===== config.mk =====
export PLATFORM = sky130hd
export DESIGN_NAME = phs_cal_top
export DESIGN_NICKNAME = d
export VERILOG_FILES = /design/src/phs_types_pkg.sv /design/src/axil_types_pkg.sv /design/src/io_phs_pair_couple.sv /design/src/io_phs_check.sv /design/src/io_8phs_calibrate.sv /design/src/trim_fifo.sv /design/src/phs_cal_axil.sv /design/src/phs_cal_top.sv
export VERILOG_INCLUDE_DIRS = /design/src
export SDC_FILE = /design/constraint.sdc
export NUM_CORES = 1
export LEC_CHECK = 0
export ABC_AREA = 1
export BUFFER_PORTS_ARGS = -buffer_cell sky130_fd_sc_hd__buf_2
export CAP_MARGIN = 0
export CORE_MARGIN = 2
export CORE_UTILIZATION = 30
export CTS_CLUSTER_SIZE = 8
export DETAILED_ROUTE_END_ITERATION = 8
export GPL_TIMING_DRIVEN = 0
export PLACE_DENSITY_LB_ADDON = 0.2
export SETUP_SLACK_MARGIN = 0.15
export SYNTH_ARGS = -nofsm -noshare
export SYNTH_HDL_FRONTEND = slang
export SYNTH_HIERARCHICAL = 1
export SYNTH_SLANG_ARGS = --single-unit

===== constraint.sdc =====
create_clock -name sample_clk -period 5.2 [get_ports sample_clk]
set_input_delay 1.04 -clock sample_clk [delete_from_list [all_inputs] [get_ports sample_clk]]
set_output_delay 1.04 -clock sample_clk [all_outputs]
set_load 0.005 [all_outputs]

===== src/phs_cal_macros.svh =====
// ==========================================================================
// Phase calibration constants shared by packages and RTL
// ==========================================================================
`ifndef PHS_CAL_MACROS_SVH
`define PHS_CAL_MACROS_SVH

// Complementary pairs, phase i couples with phase i+NUM_PAIRS
`define NUM_PAIRS 4
`define GRAY_W 6
`define EDGE_W 8

`define TRIM_FIFO_DEPTH 4
`define AXIL_ADDR_W 4

`endif


===== src/phs_types_pkg.sv =====
// ==========================================================================
// Phase-domain types: edge positions, gray trim codes, trim commands
// ==========================================================================
`include "phs_cal_macros.svh"

package phs_types_pkg;

  localparam int NUM_PHASES = 2 * `NUM_PAIRS;

  // Edge position in delay units within one 256-unit period
  typedef logic [`EDGE_W-1:0] phs_edge_t;

  typedef phs_edge_t [NUM_PHASES-1:0] phs_vec_t;

  typedef logic [`GRAY_W-1:0] gray_code_t;

  // One queued trim write, 14 bits
  typedef struct packed {
    logic [$clog2(`NUM_PAIRS)-1:0] pair;
    gray_code_t                    r_gray;
    gray_code_t                    f_gray;
  } trim_cmd_t;

endpackage


===== src/axil_types_pkg.sv =====
// ==========================================================================
// AXI4-Lite bus types: response codes and register offsets
// ==========================================================================
`include "phs_cal_macros.svh"

package axil_types_pkg;

  typedef enum logic [1:0] {
    OKAY   = 2'b00,
    SLVERR = 2'b10
  } axil_resp_t;

  typedef enum logic [`AXIL_ADDR_W-1:0] {
    REG_CTRL   = 4'h0,
    REG_TRIM   = 4'h4,
    // Read only
    REG_STATUS = 4'h8
  } axil_reg_e;

endpackage


===== src/io_phs_pair_couple.sv =====
// ==========================================================================
// Pair coupler: optional p/n swap, then gray trim added to each edge
// ==========================================================================
`timescale 1ns/1ns

module io_phs_pair_couple
  import phs_types_pkg::*;
(
  input  phs_edge_t  c_in_p,
  input  phs_edge_t  c_in_n,
  input  logic       phy_clk_phs_ctrl,
  input  logic       cenable,
  input  gray_code_t r_gray,
  input  gray_code_t f_gray,
  output phs_edge_t  c_out_p,
  output phs_edge_t  c_out_n
);

  phs_edge_t sel_p;
  phs_edge_t sel_n;
  phs_edge_t r_bin;
  phs_edge_t f_bin;

  function automatic gray_code_t gray_to_bin(input gray_code_t g);
    gray_code_t b;
    b[$bits(g)-1] = g[$bits(g)-1];
    for (int i = $bits(g) - 2; i >= 0; i--) begin
      b[i] = b[i+1] ^ g[i];
    end
    return b;
  endfunction

  assign sel_p = phy_clk_phs_ctrl ? c_in_n : c_in_p;
  assign sel_n = phy_clk_phs_ctrl ? c_in_p : c_in_n;

  assign r_bin = phs_edge_t'(gray_to_bin(r_gray));
  assign f_bin = phs_edge_t'(gray_to_bin(f_gray));

  // Wraps modulo the period
  assign c_out_p = cenable ? phs_edge_t'(sel_p + r_bin) : sel_p;
  assign c_out_n = cenable ? phs_edge_t'(sel_n + f_bin) : sel_n;

endmodule


===== src/io_phs_check.sv =====
// ==========================================================================
// Phase checker: registered neighbour spacing and pair duty flags
// ==========================================================================
`timescale 1ns/1ns
`include "phs_cal_macros.svh"

module io_phs_check
  import phs_types_pkg::*;
(
  input  logic       sample_clk,
  input  logic       rst_n,
  input  phs_vec_t   ph_in,
  output logic [7:0] ph_and_sample,
  output logic [3:0] ph_sample
);

  localparam phs_edge_t SPACE_MIN = phs_edge_t'(32);
  localparam phs_edge_t DUTY_MIN  = phs_edge_t'(128);

  logic [NUM_PHASES-1:0] space_ok;
  logic [`NUM_PAIRS-1:0] duty_ok;

  for (genvar i = 0; i < NUM_PHASES; i++) begin : g_space
    phs_edge_t gap;
    assign gap         = ph_in[(i + 1) % NUM_PHASES] - ph_in[i];
    assign space_ok[i] = (gap >= SPACE_MIN);
  end

  // High time of each pair, p edge to n edge
  for (genvar k = 0; k < `NUM_PAIRS; k++) begin : g_duty
    phs_edge_t high_w;
    assign high_w     = ph_in[k + `NUM_PAIRS] - ph_in[k];
    assign duty_ok[k] = (high_w >= DUTY_MIN);
  end

  always_ff @(posedge sample_clk) begin
    if (!rst_n) begin
      ph_and_sample <= '0;
      ph_sample     <= '0;
    end else begin
      ph_and_sample <= space_ok;
      ph_sample     <= duty_ok;
    end
  end

endmodule


===== src/io_8phs_calibrate.sv =====
// ==========================================================================
// Eight-phase calibrator: per-pair trim codes from the FIFO, registered
// calibrated phases out
// ==========================================================================
`timescale 1ns/1ns
`include "phs_cal_macros.svh"

module io_8phs_calibrate
  import phs_types_pkg::*;
(
  input  logic                  sample_clk,
  input  logic                  rst_n,
  input  phs_vec_t              phs_in,
  input  logic                  cenable,
  input  logic [`NUM_PAIRS-1:0] phy_clk_phs_ctrl,
  input  logic                  pop_valid,
  output logic                  pop_ready,
  input  trim_cmd_t             pop_data,
  output phs_vec_t              phs_calibrate
);

  gray_code_t [`NUM_PAIRS-1:0] r_code;
  gray_code_t [`NUM_PAIRS-1:0] f_code;
  phs_vec_t                    cal_d;

  for (genvar k = 0; k < `NUM_PAIRS; k++) begin : g_pair
    io_phs_pair_couple u_couple (
      .c_in_p           (phs_in[k]),
      .c_in_n           (phs_in[k + `NUM_PAIRS]),
      .phy_clk_phs_ctrl (phy_clk_phs_ctrl[k]),
      .cenable          (cenable),
      .r_gray           (r_code[k]),
      .f_gray           (f_code[k]),
      .c_out_p          (cal_d[k]),
      .c_out_n          (cal_d[k + `NUM_PAIRS])
    );
  end

  always_ff @(posedge sample_clk) begin
    if (!rst_n) begin
      pop_ready     <= 1'b0;
      r_code        <= '0;
      f_code        <= '0;
      phs_calibrate <= '0;
    end else begin
      // Always draining once out of reset
      pop_ready     <= 1'b1;
      phs_calibrate <= cal_d;
      if (pop_valid && pop_ready) begin
        r_code[pop_data.pair] <= pop_data.r_gray;
        f_code[pop_data.pair] <= pop_data.f_gray;
      end
    end
  end

endmodule


===== src/trim_fifo.sv =====
// ==========================================================================
// Trim command FIFO: synchronous circular buffer with valid/ready ports
// ==========================================================================
`timescale 1ns/1ns
`include "phs_cal_macros.svh"

module trim_fifo
  import phs_types_pkg::*;
#(
  parameter type T = trim_cmd_t
) (
  input  logic sample_clk,
  input  logic rst_n,
  input  logic push_valid,
  output logic push_ready,
  input  T     push_data,
  output logic pop_valid,
  input  logic pop_ready,
  output T     pop_data,
  output logic full
);

  localparam int DEPTH = `TRIM_FIFO_DEPTH;
  localparam int PTR_W = $clog2(DEPTH);
  localparam int CNT_W = $clog2(DEPTH + 1);

  T                 mem [DEPTH];
  logic [PTR_W-1:0] wr_ptr;
  logic [PTR_W-1:0] rd_ptr;
  logic [CNT_W-1:0] count;
  logic             push_fire;
  logic             pop_fire;

  assign full       = (count == CNT_W'(DEPTH));
  assign push_ready = !full;
  assign pop_valid  = (count != '0);
  assign pop_data   = mem[rd_ptr];
  assign push_fire  = push_valid && push_ready;
  assign pop_fire   = pop_valid && pop_ready;

  always_ff @(posedge sample_clk) begin
    if (push_fire) mem[wr_ptr] <= push_data;
  end

  always_ff @(posedge sample_clk) begin
    if (!rst_n) begin
      wr_ptr <= '0;
      rd_ptr <= '0;
      count  <= '0;
    end else begin
      if (push_fire) wr_ptr <= (wr_ptr == PTR_W'(DEPTH - 1)) ? '0 : wr_ptr + 1'b1;
      if (pop_fire) rd_ptr <= (rd_ptr == PTR_W'(DEPTH - 1)) ? '0 : rd_ptr + 1'b1;
      case ({push_fire, pop_fire})
        2'b10:   count <= count + 1'b1;
        2'b01:   count <= count - 1'b1;
        default: count <= count;
      endcase
    end
  end

endmodule


===== src/phs_cal_axil.sv =====
// ==========================================================================
// AXI4-Lite register slave: CTRL, TRIM push into the FIFO, STATUS readback
// ==========================================================================
`timescale 1ns/1ns
`include "phs_cal_macros.svh"

module phs_cal_axil
  import phs_types_pkg::*;
  import axil_types_pkg::*;
(
  input  logic                    sample_clk,
  input  logic                    rst_n,
  input  logic [`AXIL_ADDR_W-1:0] awaddr,
  input  logic                    awvalid,
  output logic                    awready,
  input  logic [31:0]             wdata,
  input  logic [3:0]              wstrb,
  input  logic                    wvalid,
  output logic                    wready,
  output axil_resp_t              bresp,
  output logic                    bvalid,
  input  logic                    bready,
  input  logic [`AXIL_ADDR_W-1:0] araddr,
  input  logic                    arvalid,
  output logic                    arready,
  output logic [31:0]             rdata,
  output axil_resp_t              rresp,
  output logic                    rvalid,
  input  logic                    rready,
  output logic                    push_valid,
  input  logic                    push_ready,
  output trim_cmd_t               push_data,
  input  logic                    fifo_full,
  input  logic [7:0]              phs_and_sample,
  input  logic [3:0]              phs_sample,
  output logic                    cenable,
  output logic [`NUM_PAIRS-1:0]   phy_clk_phs_ctrl
);

  logic        active;
  logic        wr_is_trim;
  logic        wr_is_ctrl;
  logic        strb_ok;
  logic        wr_fire;
  logic        rd_fire;
  axil_resp_t  wr_resp;
  axil_resp_t  rd_resp;
  logic [31:0] rd_word;

  assign wr_is_trim = (awaddr == REG_TRIM);
  assign wr_is_ctrl = (awaddr == REG_CTRL);
  assign strb_ok    = (wstrb == 4'hf);

  // Write side idle until B is taken, stalls a TRIM while the FIFO is full
  assign awready = active && !bvalid && (!wr_is_trim || push_ready);
  assign wready  = awready;
  assign wr_fire = awvalid && wvalid && awready;
  assign wr_resp = (strb_ok && (wr_is_ctrl || wr_is_trim)) ? OKAY : SLVERR;

  assign push_valid = active && !bvalid && awvalid && wvalid && wr_is_trim && strb_ok;
  assign push_data  = '{pair:   wdata[1:0],
                        r_gray: wdata[8 +: `GRAY_W],
                        f_gray: wdata[16 +: `GRAY_W]};

  assign arready = active && !rvalid;
  assign rd_fire = arvalid && arready;

  always_comb begin
    rd_word = '0;
    rd_resp = OKAY;
    case (araddr)
      REG_CTRL:   rd_word = {27'b0, phy_clk_phs_ctrl, cenable};
      REG_STATUS: rd_word = {15'b0, fifo_full, 4'b0, phs_sample, phs_and_sample};
      // TRIM is write only
      default:    rd_resp = SLVERR;
    endcase
  end

  always_ff @(posedge sample_clk) begin
    if (!rst_n) begin
      active           <= 1'b0;
      bvalid           <= 1'b0;
      bresp            <= OKAY;
      rvalid           <= 1'b0;
      rresp            <= OKAY;
      rdata            <= '0;
      cenable          <= 1'b0;
      phy_clk_phs_ctrl <= '0;
    end else begin
      active <= 1'b1;
      if (wr_fire) begin
        bvalid <= 1'b1;
        bresp  <= wr_resp;
        if (strb_ok && wr_is_ctrl) begin
          cenable          <= wdata[0];
          phy_clk_phs_ctrl <= wdata[4:1];
        end
      end else if (bready) begin
        bvalid <= 1'b0;
      end
      if (rd_fire) begin
        rvalid <= 1'b1;
        rresp  <= rd_resp;
        rdata  <= rd_word;
      end else if (rready) begin
        rvalid <= 1'b0;
      end
    end
  end

endmodule


===== src/phs_cal_top.sv =====
// ==========================================================================
// Phase calibration top: AXI slave, trim FIFO, calibrator and checker
// ==========================================================================
`timescale 1ns/1ns
`include "phs_cal_macros.svh"

module phs_cal_top
  import phs_types_pkg::*;
  import axil_types_pkg::*;
(
  input  logic                    sample_clk,
  input  logic                    rst_n,
  input  phs_vec_t                phs_in,
  input  logic [`AXIL_ADDR_W-1:0] awaddr,
  input  logic                    awvalid,
  output logic                    awready,
  input  logic [31:0]             wdata,
  input  logic [3:0]              wstrb,
  input  logic                    wvalid,
  output logic                    wready,
  output axil_resp_t              bresp,
  output logic                    bvalid,
  input  logic                    bready,
  input  logic [`AXIL_ADDR_W-1:0] araddr,
  input  logic                    arvalid,
  output logic                    arready,
  output logic [31:0]             rdata,
  output axil_resp_t              rresp,
  output logic                    rvalid,
  input  logic                    rready,
  output phs_vec_t                phs_calibrate,
  output logic [7:0]              phs_and_sample,
  output logic [3:0]              phs_sample
);

  logic                  push_valid;
  logic                  push_ready;
  trim_cmd_t             push_data;
  logic                  pop_valid;
  logic                  pop_ready;
  trim_cmd_t             pop_data;
  logic                  fifo_full;
  logic                  cenable;
  logic [`NUM_PAIRS-1:0] phy_clk_phs_ctrl;

  phs_cal_axil u_axil (
    .sample_clk, .rst_n,
    .awaddr, .awvalid, .awready, .wdata, .wstrb, .wvalid, .wready,
    .bresp, .bvalid, .bready,
    .araddr, .arvalid, .arready, .rdata, .rresp, .rvalid, .rready,
    .push_valid, .push_ready, .push_data,
    .fifo_full, .phs_and_sample, .phs_sample,
    .cenable, .phy_clk_phs_ctrl
  );

  trim_fifo #(.T(trim_cmd_t)) u_fifo (
    .sample_clk, .rst_n,
    .push_valid, .push_ready, .push_data,
    .pop_valid, .pop_ready, .pop_data,
    .full (fifo_full)
  );

  io_8phs_calibrate u_cal (
    .sample_clk, .rst_n, .phs_in,
    .cenable, .phy_clk_phs_ctrl,
    .pop_valid, .pop_ready, .pop_data,
    .phs_calibrate
  );

  io_phs_check u_check (
    .sample_clk,
    .rst_n,
    .ph_in         (phs_calibrate),
    .ph_and_sample (phs_and_sample),
    .ph_sample     (phs_sample)
  );

endmodule


**Word level (Yosys, flattened, before mapping)**

Memory sizes are Yosys's and may differ from the RTL's. A register that Yosys moved wholly into a read port is not among the register bits.
Index checks and enable logic that the tools add are counted.

- RAM bits: 56
- Register bits: 175
- Memories: 1
- Bits of input ports: 115
- Logic and storage cells: 180
- Output and inout port bits: 117

- Equal/unequal tests: 8
- Bitwise logic cells: 40
- Reduce and logical (&&, ||, !) cells: 29
- Mux-type cells: 35
- Magnitude comparators: 14
- Add/subtract/negate cells: 24

Memories:

| memory | words | bits a word | rd ports | clocked after Yosys merged registers in | write ports | RTL line | source |
|---|---|---|---|---|---|---|---|
| u_fifo.mem | 4 | 14 | 1 | 1 | 1 | trim_fifo.sv:27 | `T mem [DEPTH];` |

Operators with widths:

| operator | number |
|---|---|
| $mux W8 | 16 |
| $sub A8 B8 Y8 | 12 |
| $add A8 B6 Y8 | 8 |
| $ge A8 B6 Y1 const B | 8 |
| $bwmux W24 | 2 |
| $xor A1 B1 Y1 | 40 |
| $pmux W17 S2 | 1 |
| $ge A8 B8 Y1 const B | 4 |
| $logic_and A1 B1 Y1 | 15 |
| $demux W6 S2 | 1 |
| $mux W2 | 6 |
| $eq A4 B4 Y1 const B | 2 |
| $logic_not A4 Y1 | 2 |
| $mux W1 | 7 |
| $eq A2 B2 Y1 const B | 3 |
| $mux W6 | 1 |
| $pmux W3 S2 | 1 |
| $reduce_bool A2 Y1 | 3 |
| $add A2 B1 Y2 const B | 2 |
| $eq A4 B3 Y1 const B | 1 |
| $logic_not A1 Y1 | 4 |
| $add A3 B1 Y3 const B | 1 |
| $eq A3 B3 Y1 const B | 1 |
| $lt A2 B3 Y1 const B | 1 |
| other kinds (7) | 8 |

**Longest topological paths before layout**

Gate-level depths: netlist of run 1.

- Depth after elaboration: 9
- Mapped depth: 20

**By module**

The synthesis of run 1 kept the hierarchy.

Modules (own cells, without submodules):

| module | instances | seq. area each (µm²) | cells an instance | area each (µm²) |
|---|---|---|---|---|
| io_8phs_calibrate | 1 | 2,262.2 | 483 | 3,776.1 |
| io_phs_check | 1 | 240.2 | 608 | 3,464.6 |
| trim_fifo | 1 | 1,861.8 | 205 | 2,598.7 |
| io_phs_pair_couple (u_cal.g_pair[0].u_couple ...) | 2 | 0.0 | 217 | 1,214.9 |
| phs_cal_axil | 1 | 460.4 | 174 | 1,311.3 |
| io_phs_pair_couple (u_cal.g_pair[3].u_couple) | 1 | 0.0 | 226 | 1,162.4 |
| io_phs_pair_couple (u_cal.g_pair[2].u_couple) | 1 | 0.0 | 222 | 1,157.4 |

**Worst setup path before layout of run 1**

OpenSTA, ideal clock, no wires.

- Path type: input-to-reg
- From: input wvalid
- To: memory u_fifo/mem[0][0] (netlist bit), enable pin
- Required time: 4.815 ns
- Path slack: 2.553 ns
- Cell stages on the path: 6
- Setup time: 0.385 ns
- Arrival time: 2.262 ns
- Cells stage by stage: nand2_1 -> inv_1 -> nand4_1 -> nor3_1 -> nand2_4 -> nor2_1

- Longest elaborated chain between the ends: 6

Ends and longest elaborated chain:

| what | RTL line | source |
|---|---|---|
| start, declared | phs_cal_top.sv:19 | `input logic wvalid,` |
| $logic_and A1 B1 Y1 (3 in series) | phs_cal_axil.sv:60 | `assign push_valid = active && !bvalid && awvalid && wvalid && wr_is_trim && strb_ok;` |
| named net push_valid | phs_cal_top.sv:36 | `logic push_valid;` |
| $logic_and A1 B1 Y1 | trim_fifo.sv:38 | `assign push_fire = push_valid && push_ready;` |
| $mux W1 | trim_fifo.sv:42 | `if (push_fire) mem[wr_ptr] <= push_data;` |
| $mux W1 (implied by the code) | trim_fifo.sv:42 |  |
| end, declared | trim_fifo.sv:27 |  |

The timed path passes the listed nets, and every way through them passes these cells.

**Worst setup path after layout of run 1**

- From: input awaddr[3]
- To: memory u_fifo/mem[2][11] (netlist bit), enable pin

- Longest elaborated chain between the ends: 6

Ends and longest elaborated chain:

| what | RTL line | source |
|---|---|---|
| start, declared | phs_cal_top.sv:14 | `` input logic [`AXIL_ADDR_W-1:0] awaddr, `` |
| $eq A4 B3 Y1 | phs_cal_axil.sv:50 | `assign wr_is_trim = (awaddr == REG_TRIM);` |
| $logic_and A1 B1 Y1 (2 in series) | phs_cal_axil.sv:60 |  |
| named net push_valid | phs_cal_top.sv:36 |  |
| $logic_and A1 B1 Y1 | trim_fifo.sv:38 |  |
| $mux W1 | trim_fifo.sv:42 |  |
| $mux W1 (implied by the code) | trim_fifo.sv:42 |  |

The timed path passes the listed nets, and every way through them passes these cells.

==> run summary, run 1 <==
The endpoint kind of the worst setup timing path is a register. For this design the total switching power over the nets is 1.78 mW. CTS built an H-tree with a depth of 1. The number of endpoints with negative hold slack in the final report is 0.

The post-CTS setup buffer count came out at 0. The core footprint is 0.0524 mm^2. The quantity of I/O buffers inserted on ports is 183.

The actual transition at the worst max-transition pin came out at 1410 ps. After Yosys synthesis, full adders, half adders and majority gates account for 12.0% of the synthesized area. The post-synthesis mux area share is 0%.

The max-slew violation count came out at 0. The number of nets in the final layout is 2,851. The worst hold slack after final layout is 466 ps.

Per report_power, the clock group accounts for 33.8% of the total. The site row count is 84. After the flow finishes, the layout carries non-filler instances totaling 3,288. The tree is rooted in a sky130_fd_sc_hd__clkbuf_16. The vertical die dimension came out at 234 um. The synthesized netlist devotes 1.98% of its cell area to XOR and XNOR gates. Once routing completed, OpenROAD measured the worst setup slack at 2100 ps. The worst supply voltage drop on vdd came out at 0.000251 V. After synthesis, the largest family of logic cells by area is simple AND/OR/NAND/NOR gates. The routability congestion estimate from global placement came out at 0.921. The flip-flop cell with the highest count after synthesis is sky130_fd_sc_hd__dfxtp_1. The static power due to leakage came out at 9.97 nW. The power per cell area is 283 mW/mm^2. The multi-input combinational cells in the finished layout cover a total of 0.00892 mm^2.

The top fanout value on the critical path is 14. The switching part of the total power is 33.9%. For the finished layout, the period the worst path requires is 3100 ps. The total grt overflow came out at 0. The clock net in this run drives a total of 213 sinks. The number of clock buffers added by TritonCTS is 31. The number of maximum-capacitance constraint violations came out at 0. Per report_power, the sequential group accounts for 35.9% of the total.

The largest buffer count on any clock path is 3. The number of antenna violations at the first check in global routing is 4. The first-pass iteration count of the detailed router came out at 5.

Counting tap cells, the placed design contains a total of 3,244 instances. In this run the worst hold path is classified as reg -> reg. For this run, the register share of the synthesized area comes to 30.3%. The proportion of layout cells with a drive suffix above 1 is 15.9%. For this block, the initial DRC count from the detailed router was 807. The part of the cycle the worst path needs came out at 59.7%.

The initial utilization of the core area, before any placement, comes to 30.3%. At the end of the flow the core is filled with cells to 35.5%. After detailed routing, the number of remaining DRC violations is 0. The number of global-route vias before repair is 13,600. The worst-case headroom to the max-slew limit is 5.89%.

The endpoint required time on the critical path came out at 5360 ps. The synthesized netlist occupies a cell area of 0.0159 mm^2. The number of enable-type register cells in the synthesized netlist came out at 56. Setup repair after global routing left no endpoint under its margin. The HPWL reported at the end of detailed placement came out at 39.6 mm. Counting flops with an async set or reset pin after synthesis yields a share of 0%.

Of the total synthesized cell area, the portion taken by AND, OR, NAND and NOR gates is 32.4%. The TritonCTS clock tree is done. The slowest stage of the critical path belongs to the cell sky130_fd_sc_hd__nor2_1. The count of hold-fix buffers inserted at cts is 0. Combinational logic is responsible for 30.2% of the overall power. The register bit total from synthesis came out at 213.

During I/O placement, the number of pins put on the boundary was 232. Walking the worst path, the cells encountered are buf_2 -> nor2_1 -> nand4_1 -> nor3_1 -> nand2_4 -> nor2_1. The endpoint arrival time on the critical path came out at 3260 ps.

Detailed routing inserted a total of 14,800 vias. The largest incremental delay on the critical path is 1090 ps. For the final database, setup skew stands at 16.3 ps. The internal portion of the total power is 3.48 mW.

The maximum number of pins on one net before global-route repair came out at 22. The number of filler cells placed in the layout came out at 5,637. The number of buffers and inverters on the critical path is 1. OpenSTA, run right after detailed placement, puts the worst setup slack at 1450 ps. The sum of negative setup slack is 0 ps. The sequential cell area is 0.00482 mm^2. The full die area is 0.0549 mm^2. The number of instances in the synthesized netlist came out at 2,352. The average vias per placed instance came out at 4.51.

The clock latency reported for the late side of the worst-skew pair came out at 560 ps. Post-CTS repair changed the size of 0 cells. The proportion of netlist area held by the largest area contributor came out at 19.8%.

Counting stages on the worst path, the most repeated cell is sky130_fd_sc_hd__nor2_1. The first global-routing pass estimated 72.7 mm of wire. The type of origin of the critical path is a primary input.

The highest clock frequency the design can meet is 322 MHz. By instance count, the leading cell after synthesis is sky130_fd_sc_hd__nand2_1. Wires add up to 48.2 mm. Dividing the detail-routed wire length by the instance count gives 14.7 um.

The Yosys warning count came out at 6. The unique cell type count in the Yosys netlist came out at 45. The critical path's top delay family is simple AND/OR/NAND/NOR gates.

The biggest area contributor in the post-synthesis netlist is sky130_fd_sc_hd__dfxtp_1. Setup violations remaining at the end of the flow were counted as 0. Global routing used 17.1% of the available tracks. The synthesized netlist devotes 9.22% of its cell area to compound gates.

After clock tree synthesis, the clock-pin slew on the worst setup and hold paths is 50 ps. Compared with the post-synthesis result, the final layout area differs by 17.1%. The run finished with clean final reports. The post-detailed-route count of antenna-violating nets came out at 0. The synthesized area per cell is 6.76 um^2. In the synthesized netlist, the cells that appear most often are 662 x sky130_fd_sc_hd__nand2_1, 406 x sky130_fd_sc_hd__inv_1, 277 x sky130_fd_sc_hd__nor2_1. From left edge to right edge, the die measures 234 um. Sorting the synthesized cells by area gives the leading types as sky130_fd_sc_hd__dfxtp_1 20%, sky130_fd_sc_hd__nand2_1 16%, sky130_fd_sc_hd__ha_1 11%, sky130_fd_sc_hd__edfxtp_1 11%, sky130_fd_sc_hd__inv_1 9.6%. The critical path in this run is classified as in -> reg.
## logic make-up after synthesis
| family | count (synthesis) |
|---|---|
| AND/OR/NAND/NOR | 1189 |
| XOR/XNOR | 36 |
| buffers and inverters | 508 |
| AO/OA/AOI/OAI | 258 |
| adder cells (fa/ha/maj) | 147 |
| other | 1 |
| flip-flops | 213 |
## power by group through the flow
stage	combinational [mW]	sequential, mW	clock [mW]
final	1.59	1.89	1.78
after global routing	1.82	1.90	1.90
after CTS	1.59	1.89	1.84
after detailed placement	1.58	1.93	0
after global placement	1.55	1.92	0
after floorplan	1.18	1.88	0
## final timing paths
| check | to | start | cells after the start | slack (ps) |
|---|---|---|---|---|
| worst max-delay path | u_fifo/mem[2][11] | awaddr[3] | 6 | 2100 |
| worst min-delay path | u_axil/bresp[1] | u_axil/bresp[1] | 2 | 470 |
| worst max register to register | u_fifo/mem[2][11] | u_axil/active | 6 | 2320 |
| worst min register to register | u_axil/bresp[1] | u_axil/bresp[1] | 2 | 470 |
## registers in the layout, indices dropped and copies added (netlist names), named ones only
signal,count
u_cal/phs_calibrate,64
u_fifo/mem,56
u_cal/f_code,24
u_cal/r_code,24
u_axil/rdata,13
u_check/ph_and_sample,8
u_axil/phy_clk_phs_ctrl,4
u_check/ph_sample,4
u_fifo/count,3
u_fifo/rd_ptr,2
u_fifo/wr_ptr,2
u_axil/active,1
u_axil/bresp,1
u_axil/bvalid,1
u_axil/cenable,1
u_axil/rresp,1
u_axil/rvalid,1
u_cal/pop_ready,1
## layer usage
layer	track usage [%]	part of all wire [%]
met1	21.5	45
met2	29.5	47
met3	2.61	4.9
met4	6.01	3.5
met5	0	0.077
## metrics by stage
| stage | area (um^2) | power [mW] |
|---|---|---|
| floorplan | 16000 | 3.06 |
| global placement | 17800 | 3.47 |
| detailed placement | 17800 | 3.51 |
| CTS | 18600 | 5.32 |
| global route | 18600 | 5.62 |
| finish | 18600 | 5.26 |
## worst register-to-register path, stage by stage, from the launching register on
cell and delay, ps:
sky130_fd_sc_hd__dfxtp_1 310, sky130_fd_sc_hd__inv_2 50, sky130_fd_sc_hd__nor2_2 150, sky130_fd_sc_hd__nand4_1 120, sky130_fd_sc_hd__nor3_1 580, sky130_fd_sc_hd__nand2_4 190, sky130_fd_sc_hd__nor2_1 1090
## cell type report
| cell class | count | area share [%] |
|---|---|---|
| flip-flops and latches | 213 | 25.9 |
| clock buffers | 41 | 4.42 |
| clock inverters | 2 | 0.0941 |
| repair buffers | 184 | 4.98 |
| inverters | 412 | 8.31 |
| plain buffers | 96 | 3.68 |
| multi-input cells | 1651 | 47.9 |
| well taps | 688 | 4.63 |
| diodes | 1 | 0.0134 |
## cell usage in the layout (no fill, tap or decap), drive strengths merged
master	synthesis	routed
nand2	693	693
inv	412	413
nor2	288	288
buf	84	268
nand3	163	163
dfxtp	157	157
ha	138	138
o21ai	124	124
a21oi	103	103
edfxtp	56	56
clkbuf	12	53
nand3b	28	28
conb	1	21
xor2	20	20
xnor2	16	16
o22ai	14	14
nand4	12	12
fa	9	9
a22oi	8	8
o211ai	5	5
or2	3	3
nor3	2	2
a31oi	2	2
diode	0	1
clkinv	0	1
o21bai	1	1
o21a	1	1
(Power assumes the default switching activity.)
==> run 2, diff against run 1 <==
Clock period 5.2 ns to 2.6 ns, I/O delays scaled along.
==> run summary, run 2 (synthesized netlist as in run 1, its figures left out) <==
The run finished with clean final reports. The site row count came out at 84 (unchanged). The number of buffers created by CTS came out at 31 (unchanged). The commonest non-fill, non-tap cell in the layout is sky130_fd_sc_hd__nand2_1. The H-tree depth came to 1 (unchanged). The clock slew at the register clock pins of the worst setup and hold paths came out at 50 ps (about the same). The total via count after detailed routing is 15,100 (+1.7%).

The post-synthesis to final-layout area growth came out at 24.0%. The worst setup path is captured at a register. The first-pass iteration count of the detailed router is 5 (unchanged). The endpoint arrival time on the critical path came out at 2870 ps (-390 ps). The most numerous cell on the critical path is sky130_fd_sc_hd__nand2_2.

Counting flops per register, the top entry is u_cal/phs_calibrate. The critical path is of the reg -> reg type. The routability congestion estimate from global placement is 0.921 (unchanged). The detailed-route DRC error count is 0 (unchanged). The number of antenna violations at the first check in global routing came to 4 (unchanged).

The number of endpoints with negative hold slack in the final report is 0 (unchanged). The average vias per placed instance is 4.53 (+0.40%). The sum of met2 wire segment lengths after detailed routing came out at 23.2 mm (+3.4%). The final antenna diode count was 0 (-1). The HPWL reported at the end of detailed placement is 39.6 mm (unchanged). The vertical die dimension is 234 um (unchanged). The final critical path takes up 93.5% of the cycle. The wire length of the first global-routing pass is 72.9 mm (+0.32%). For the finished layout, the period the worst path requires is 2430 ps.

The routed metal-1 wire length came out at 21.6 mm (about the same). The critical register-to-register path startpoint is u_cal/r_code[11]. Signal routing reaches up to met5. The clock latency reported for the late side of the worst-skew pair came out at 560 ps (about the same).

TritonCTS built the clock tree. In the final layout, the registers with the most flip-flops are u_cal/phs_calibrate: 64 flops, u_fifo/mem: 56 flops. The horizontal die dimension came out at 234 um (unchanged). The largest individual stage delay along the critical path comes from the cell sky130_fd_sc_hd__fa_2. The quantity of I/O buffers inserted on ports is 183 (unchanged). The top fanout value on the critical path came to 5 (-9). Clock tree synthesis selected as its root buffer the cell sky130_fd_sc_hd__clkbuf_16. The total met3 wirelength after detailed routing came out at 2.54 mm (+8.1%). The largest incremental delay on the critical path is 410 ps (-680 ps). The max-slew violation count came out at 0 (unchanged). The total grt overflow came out at 0 (unchanged).

The per-cell routed wire length came to 14.8 um (+1.2%). The number of instances on the worst hold path is 1 (-1). The total I/O pin count came out at 232 (unchanged). In this run the most critical hold path is launched from wdata[9]. Traced cell by cell, the critical path runs through inv_2 -> nand2_2 -> nand3_4 -> nand2_4 -> nand2_2 -> nand3_4 -> nand2_4 -> nand2_2 -> nand2_2 -> ha_4 -> inv_2 -> fa_2 -> o21ai_2 -> nand2_1 -> nand2_1 -> nand2_1 -> o21ai_2 -> inv_1 -> nand2_2 -> inv_1.

The least setup slack across all paths after layout is 169 ps (-1930 ps). The number of nets in the final layout came out at 2,894 (+1.5%). The worst supply voltage drop on vdd is 0.000497 V (+98%). In this run the critical register-to-register path is captured at u_cal/phs_calibrate[14]. The number of sinks driven by the clock tree is 213 (unchanged).

The post-detailed-route count of antenna-violating nets came out at 0 (unchanged). The kind of cell with the highest combined delay along the critical path is simple AND/OR/NAND/NOR gates. The count of hold-fix buffers inserted at cts came to 0 (unchanged). The proportion of layout cells with a drive suffix above 1 came out at 23.0% (+7.1 points).

The flip-flop count of the largest register after layout is 64 (unchanged). The number of global-route vias before repair came out at 13,700 (+0.64%). The clock skew is 15.5 ps (-0.808 ps). The type of origin of the critical path is a register. The static power due to leakage is 10.3 nW (+3.2%). The iteration-0 DRC count of the detailed router is 883 (+9.4%). The library cells used most frequently in the layout, excluding fill and tap cells, are 613 x sky130_fd_sc_hd__nand2_1, 387 x sky130_fd_sc_hd__inv_1, 273 x sky130_fd_sc_hd__nor2_1. Setup repair after global routing could not meet its margin everywhere.

The starting utilization of the core area is 30.3% (unchanged). The path class of the tightest hold or removal check is in -> reg. The path with the worst hold slack has its endpoint at u_fifo/mem[3][7]. The power per cell area came out at 556 mW/mm^2 (+97%). The full die area came to 0.0549 mm^2 (unchanged). The register-to-register setup slack is 170 ps (-2150 ps).

The final number of setup-violating endpoints came out at 0 (unchanged). The path depth of the worst reg2reg path was 20 (+14). The number of maximum-capacitance constraint violations came out at 0 (unchanged).

The total power after layout came to 11.0 mW (+110%). The highest clock frequency the design can meet came out at 411 MHz. The core footprint is 0.0524 mm^2 (unchanged). The pre-CTS setup slack is -629 ps (-2080 ps).

The endpoint required time on the critical path is 3040 ps (-2320 ps). The actual transition at the worst max-transition pin is 876 ps (-530 ps). The worst-case headroom to the max-slew limit was 41.5% (+36 points). The maximum number of pins on one net before global-route repair is 22 (unchanged). The total routing resource utilization after global routing is 17.1% (+0.049 points). The largest buffer count on any clock path came out at 3 (unchanged).

The total buffers and inverters traversed by the critical path came out at 4 (+3). The wire length after detailed routing came to 49.4 mm (+2.5%).
-- run 2: cell count changes in the layout (fill, tap and decap cells not counted), moves of 18 or more --
cell	change
sky130_fd_sc_hd__nand3_4	+18
sky130_fd_sc_hd__dfxtp_4	+18
sky130_fd_sc_hd__dfxtp_1	-24
sky130_fd_sc_hd__inv_1	-19
sky130_fd_sc_hd__buf_4	+41
sky130_fd_sc_hd__nand2_1	-49
sky130_fd_sc_hd__nand2_2	+28
sky130_fd_sc_hd__nand3_1	-25
sky130_fd_sc_hd__nand2_4	+21
-- run 2: where the power goes --
| group | internal, mW | switching [mW] | total (mW) |
|---|---|---|---|
| Sequential | 3.57 | 0.226 | 3.79 |
| Combinational | 1.49 | 2.13 | 3.62 |
| Clock | 2.16 | 1.40 | 3.55 |
| Total | 7.21 | 3.76 | 11.0 |
-- run 2: worst register-to-register path: cells and delay by family (launching register included) --
kind            cells  cell delay (ps)
fa+ha+maj           2              550
flops               1              370
compound gates      2              320
simple gates       12              890
buf+inv             4              210
-- run 2: through the flow --
stage | instances | hold WS [ps] | setup TNS (ps) | instance area (um^2) | utilization, %
final | 3330 | 165 | 0 | 19700 | 37.6
after global routing | 3330 | 142 | -22.6 | 19700 | 37.6
after CTS | 3290 | 141 | 0 | 18700 | 35.7
after detailed placement | 3244 | 465 | -23570 | 17800 | 33.9
after global placement | 3243 | 454 | -33830 | 17800 | 33.8
after floorplan | 2372 | 462 | 0 | 16000 | -
-- run 2: layout make-up --
cell class | instances | area [um^2]
Sequential cell | 213 | 4900
Buffer | 96 | 686
Timing Repair Buffer | 227 | 1260
Fill cell | 5538 | 32700
Tap cell | 688 | 861
Clock inverter | 2 | 17.5
Inverter | 412 | 1570
Multi-Input combinational cell | 1651 | 9600
Clock buffer | 41 | 823
-- run 2: worst max path at each step --
stage	start	end	slack (ps)	depth (start not counted)
after floorplan	u_cal/r_code[23]	u_cal/phs_calibrate[30]	280	19
after global placement	awaddr[1]	u_fifo/mem[3][10]	-630	6
after detailed placement	awaddr[3]	u_fifo/mem[2][9]	-630	6
after CTS	u_axil/phy_clk_phs_ctrl[3]	u_cal/phs_calibrate[30]	150	15
after global routing	u_cal/r_code[11]	u_cal/phs_calibrate[14]	-20	20
final	u_cal/r_code[11]	u_cal/phs_calibrate[14]	170	20
-- run 2: what timing repair did --
action | CTS | global route
pin swaps | 8 | 70
gates resized for setup | 36 | 201
setup buffers | 3 | 40
endpoints found under the setup margin | 75 | 28
gates cloned | 0 | 0
-- run 2: per-layer routing --
metal  GRT usage [%]  vias to the layer above
met5               0                        -
met2            29.4                      347
met1            21.5                     6794
li1                -                     7845
met4            6.59                        6
met3            2.63                       98
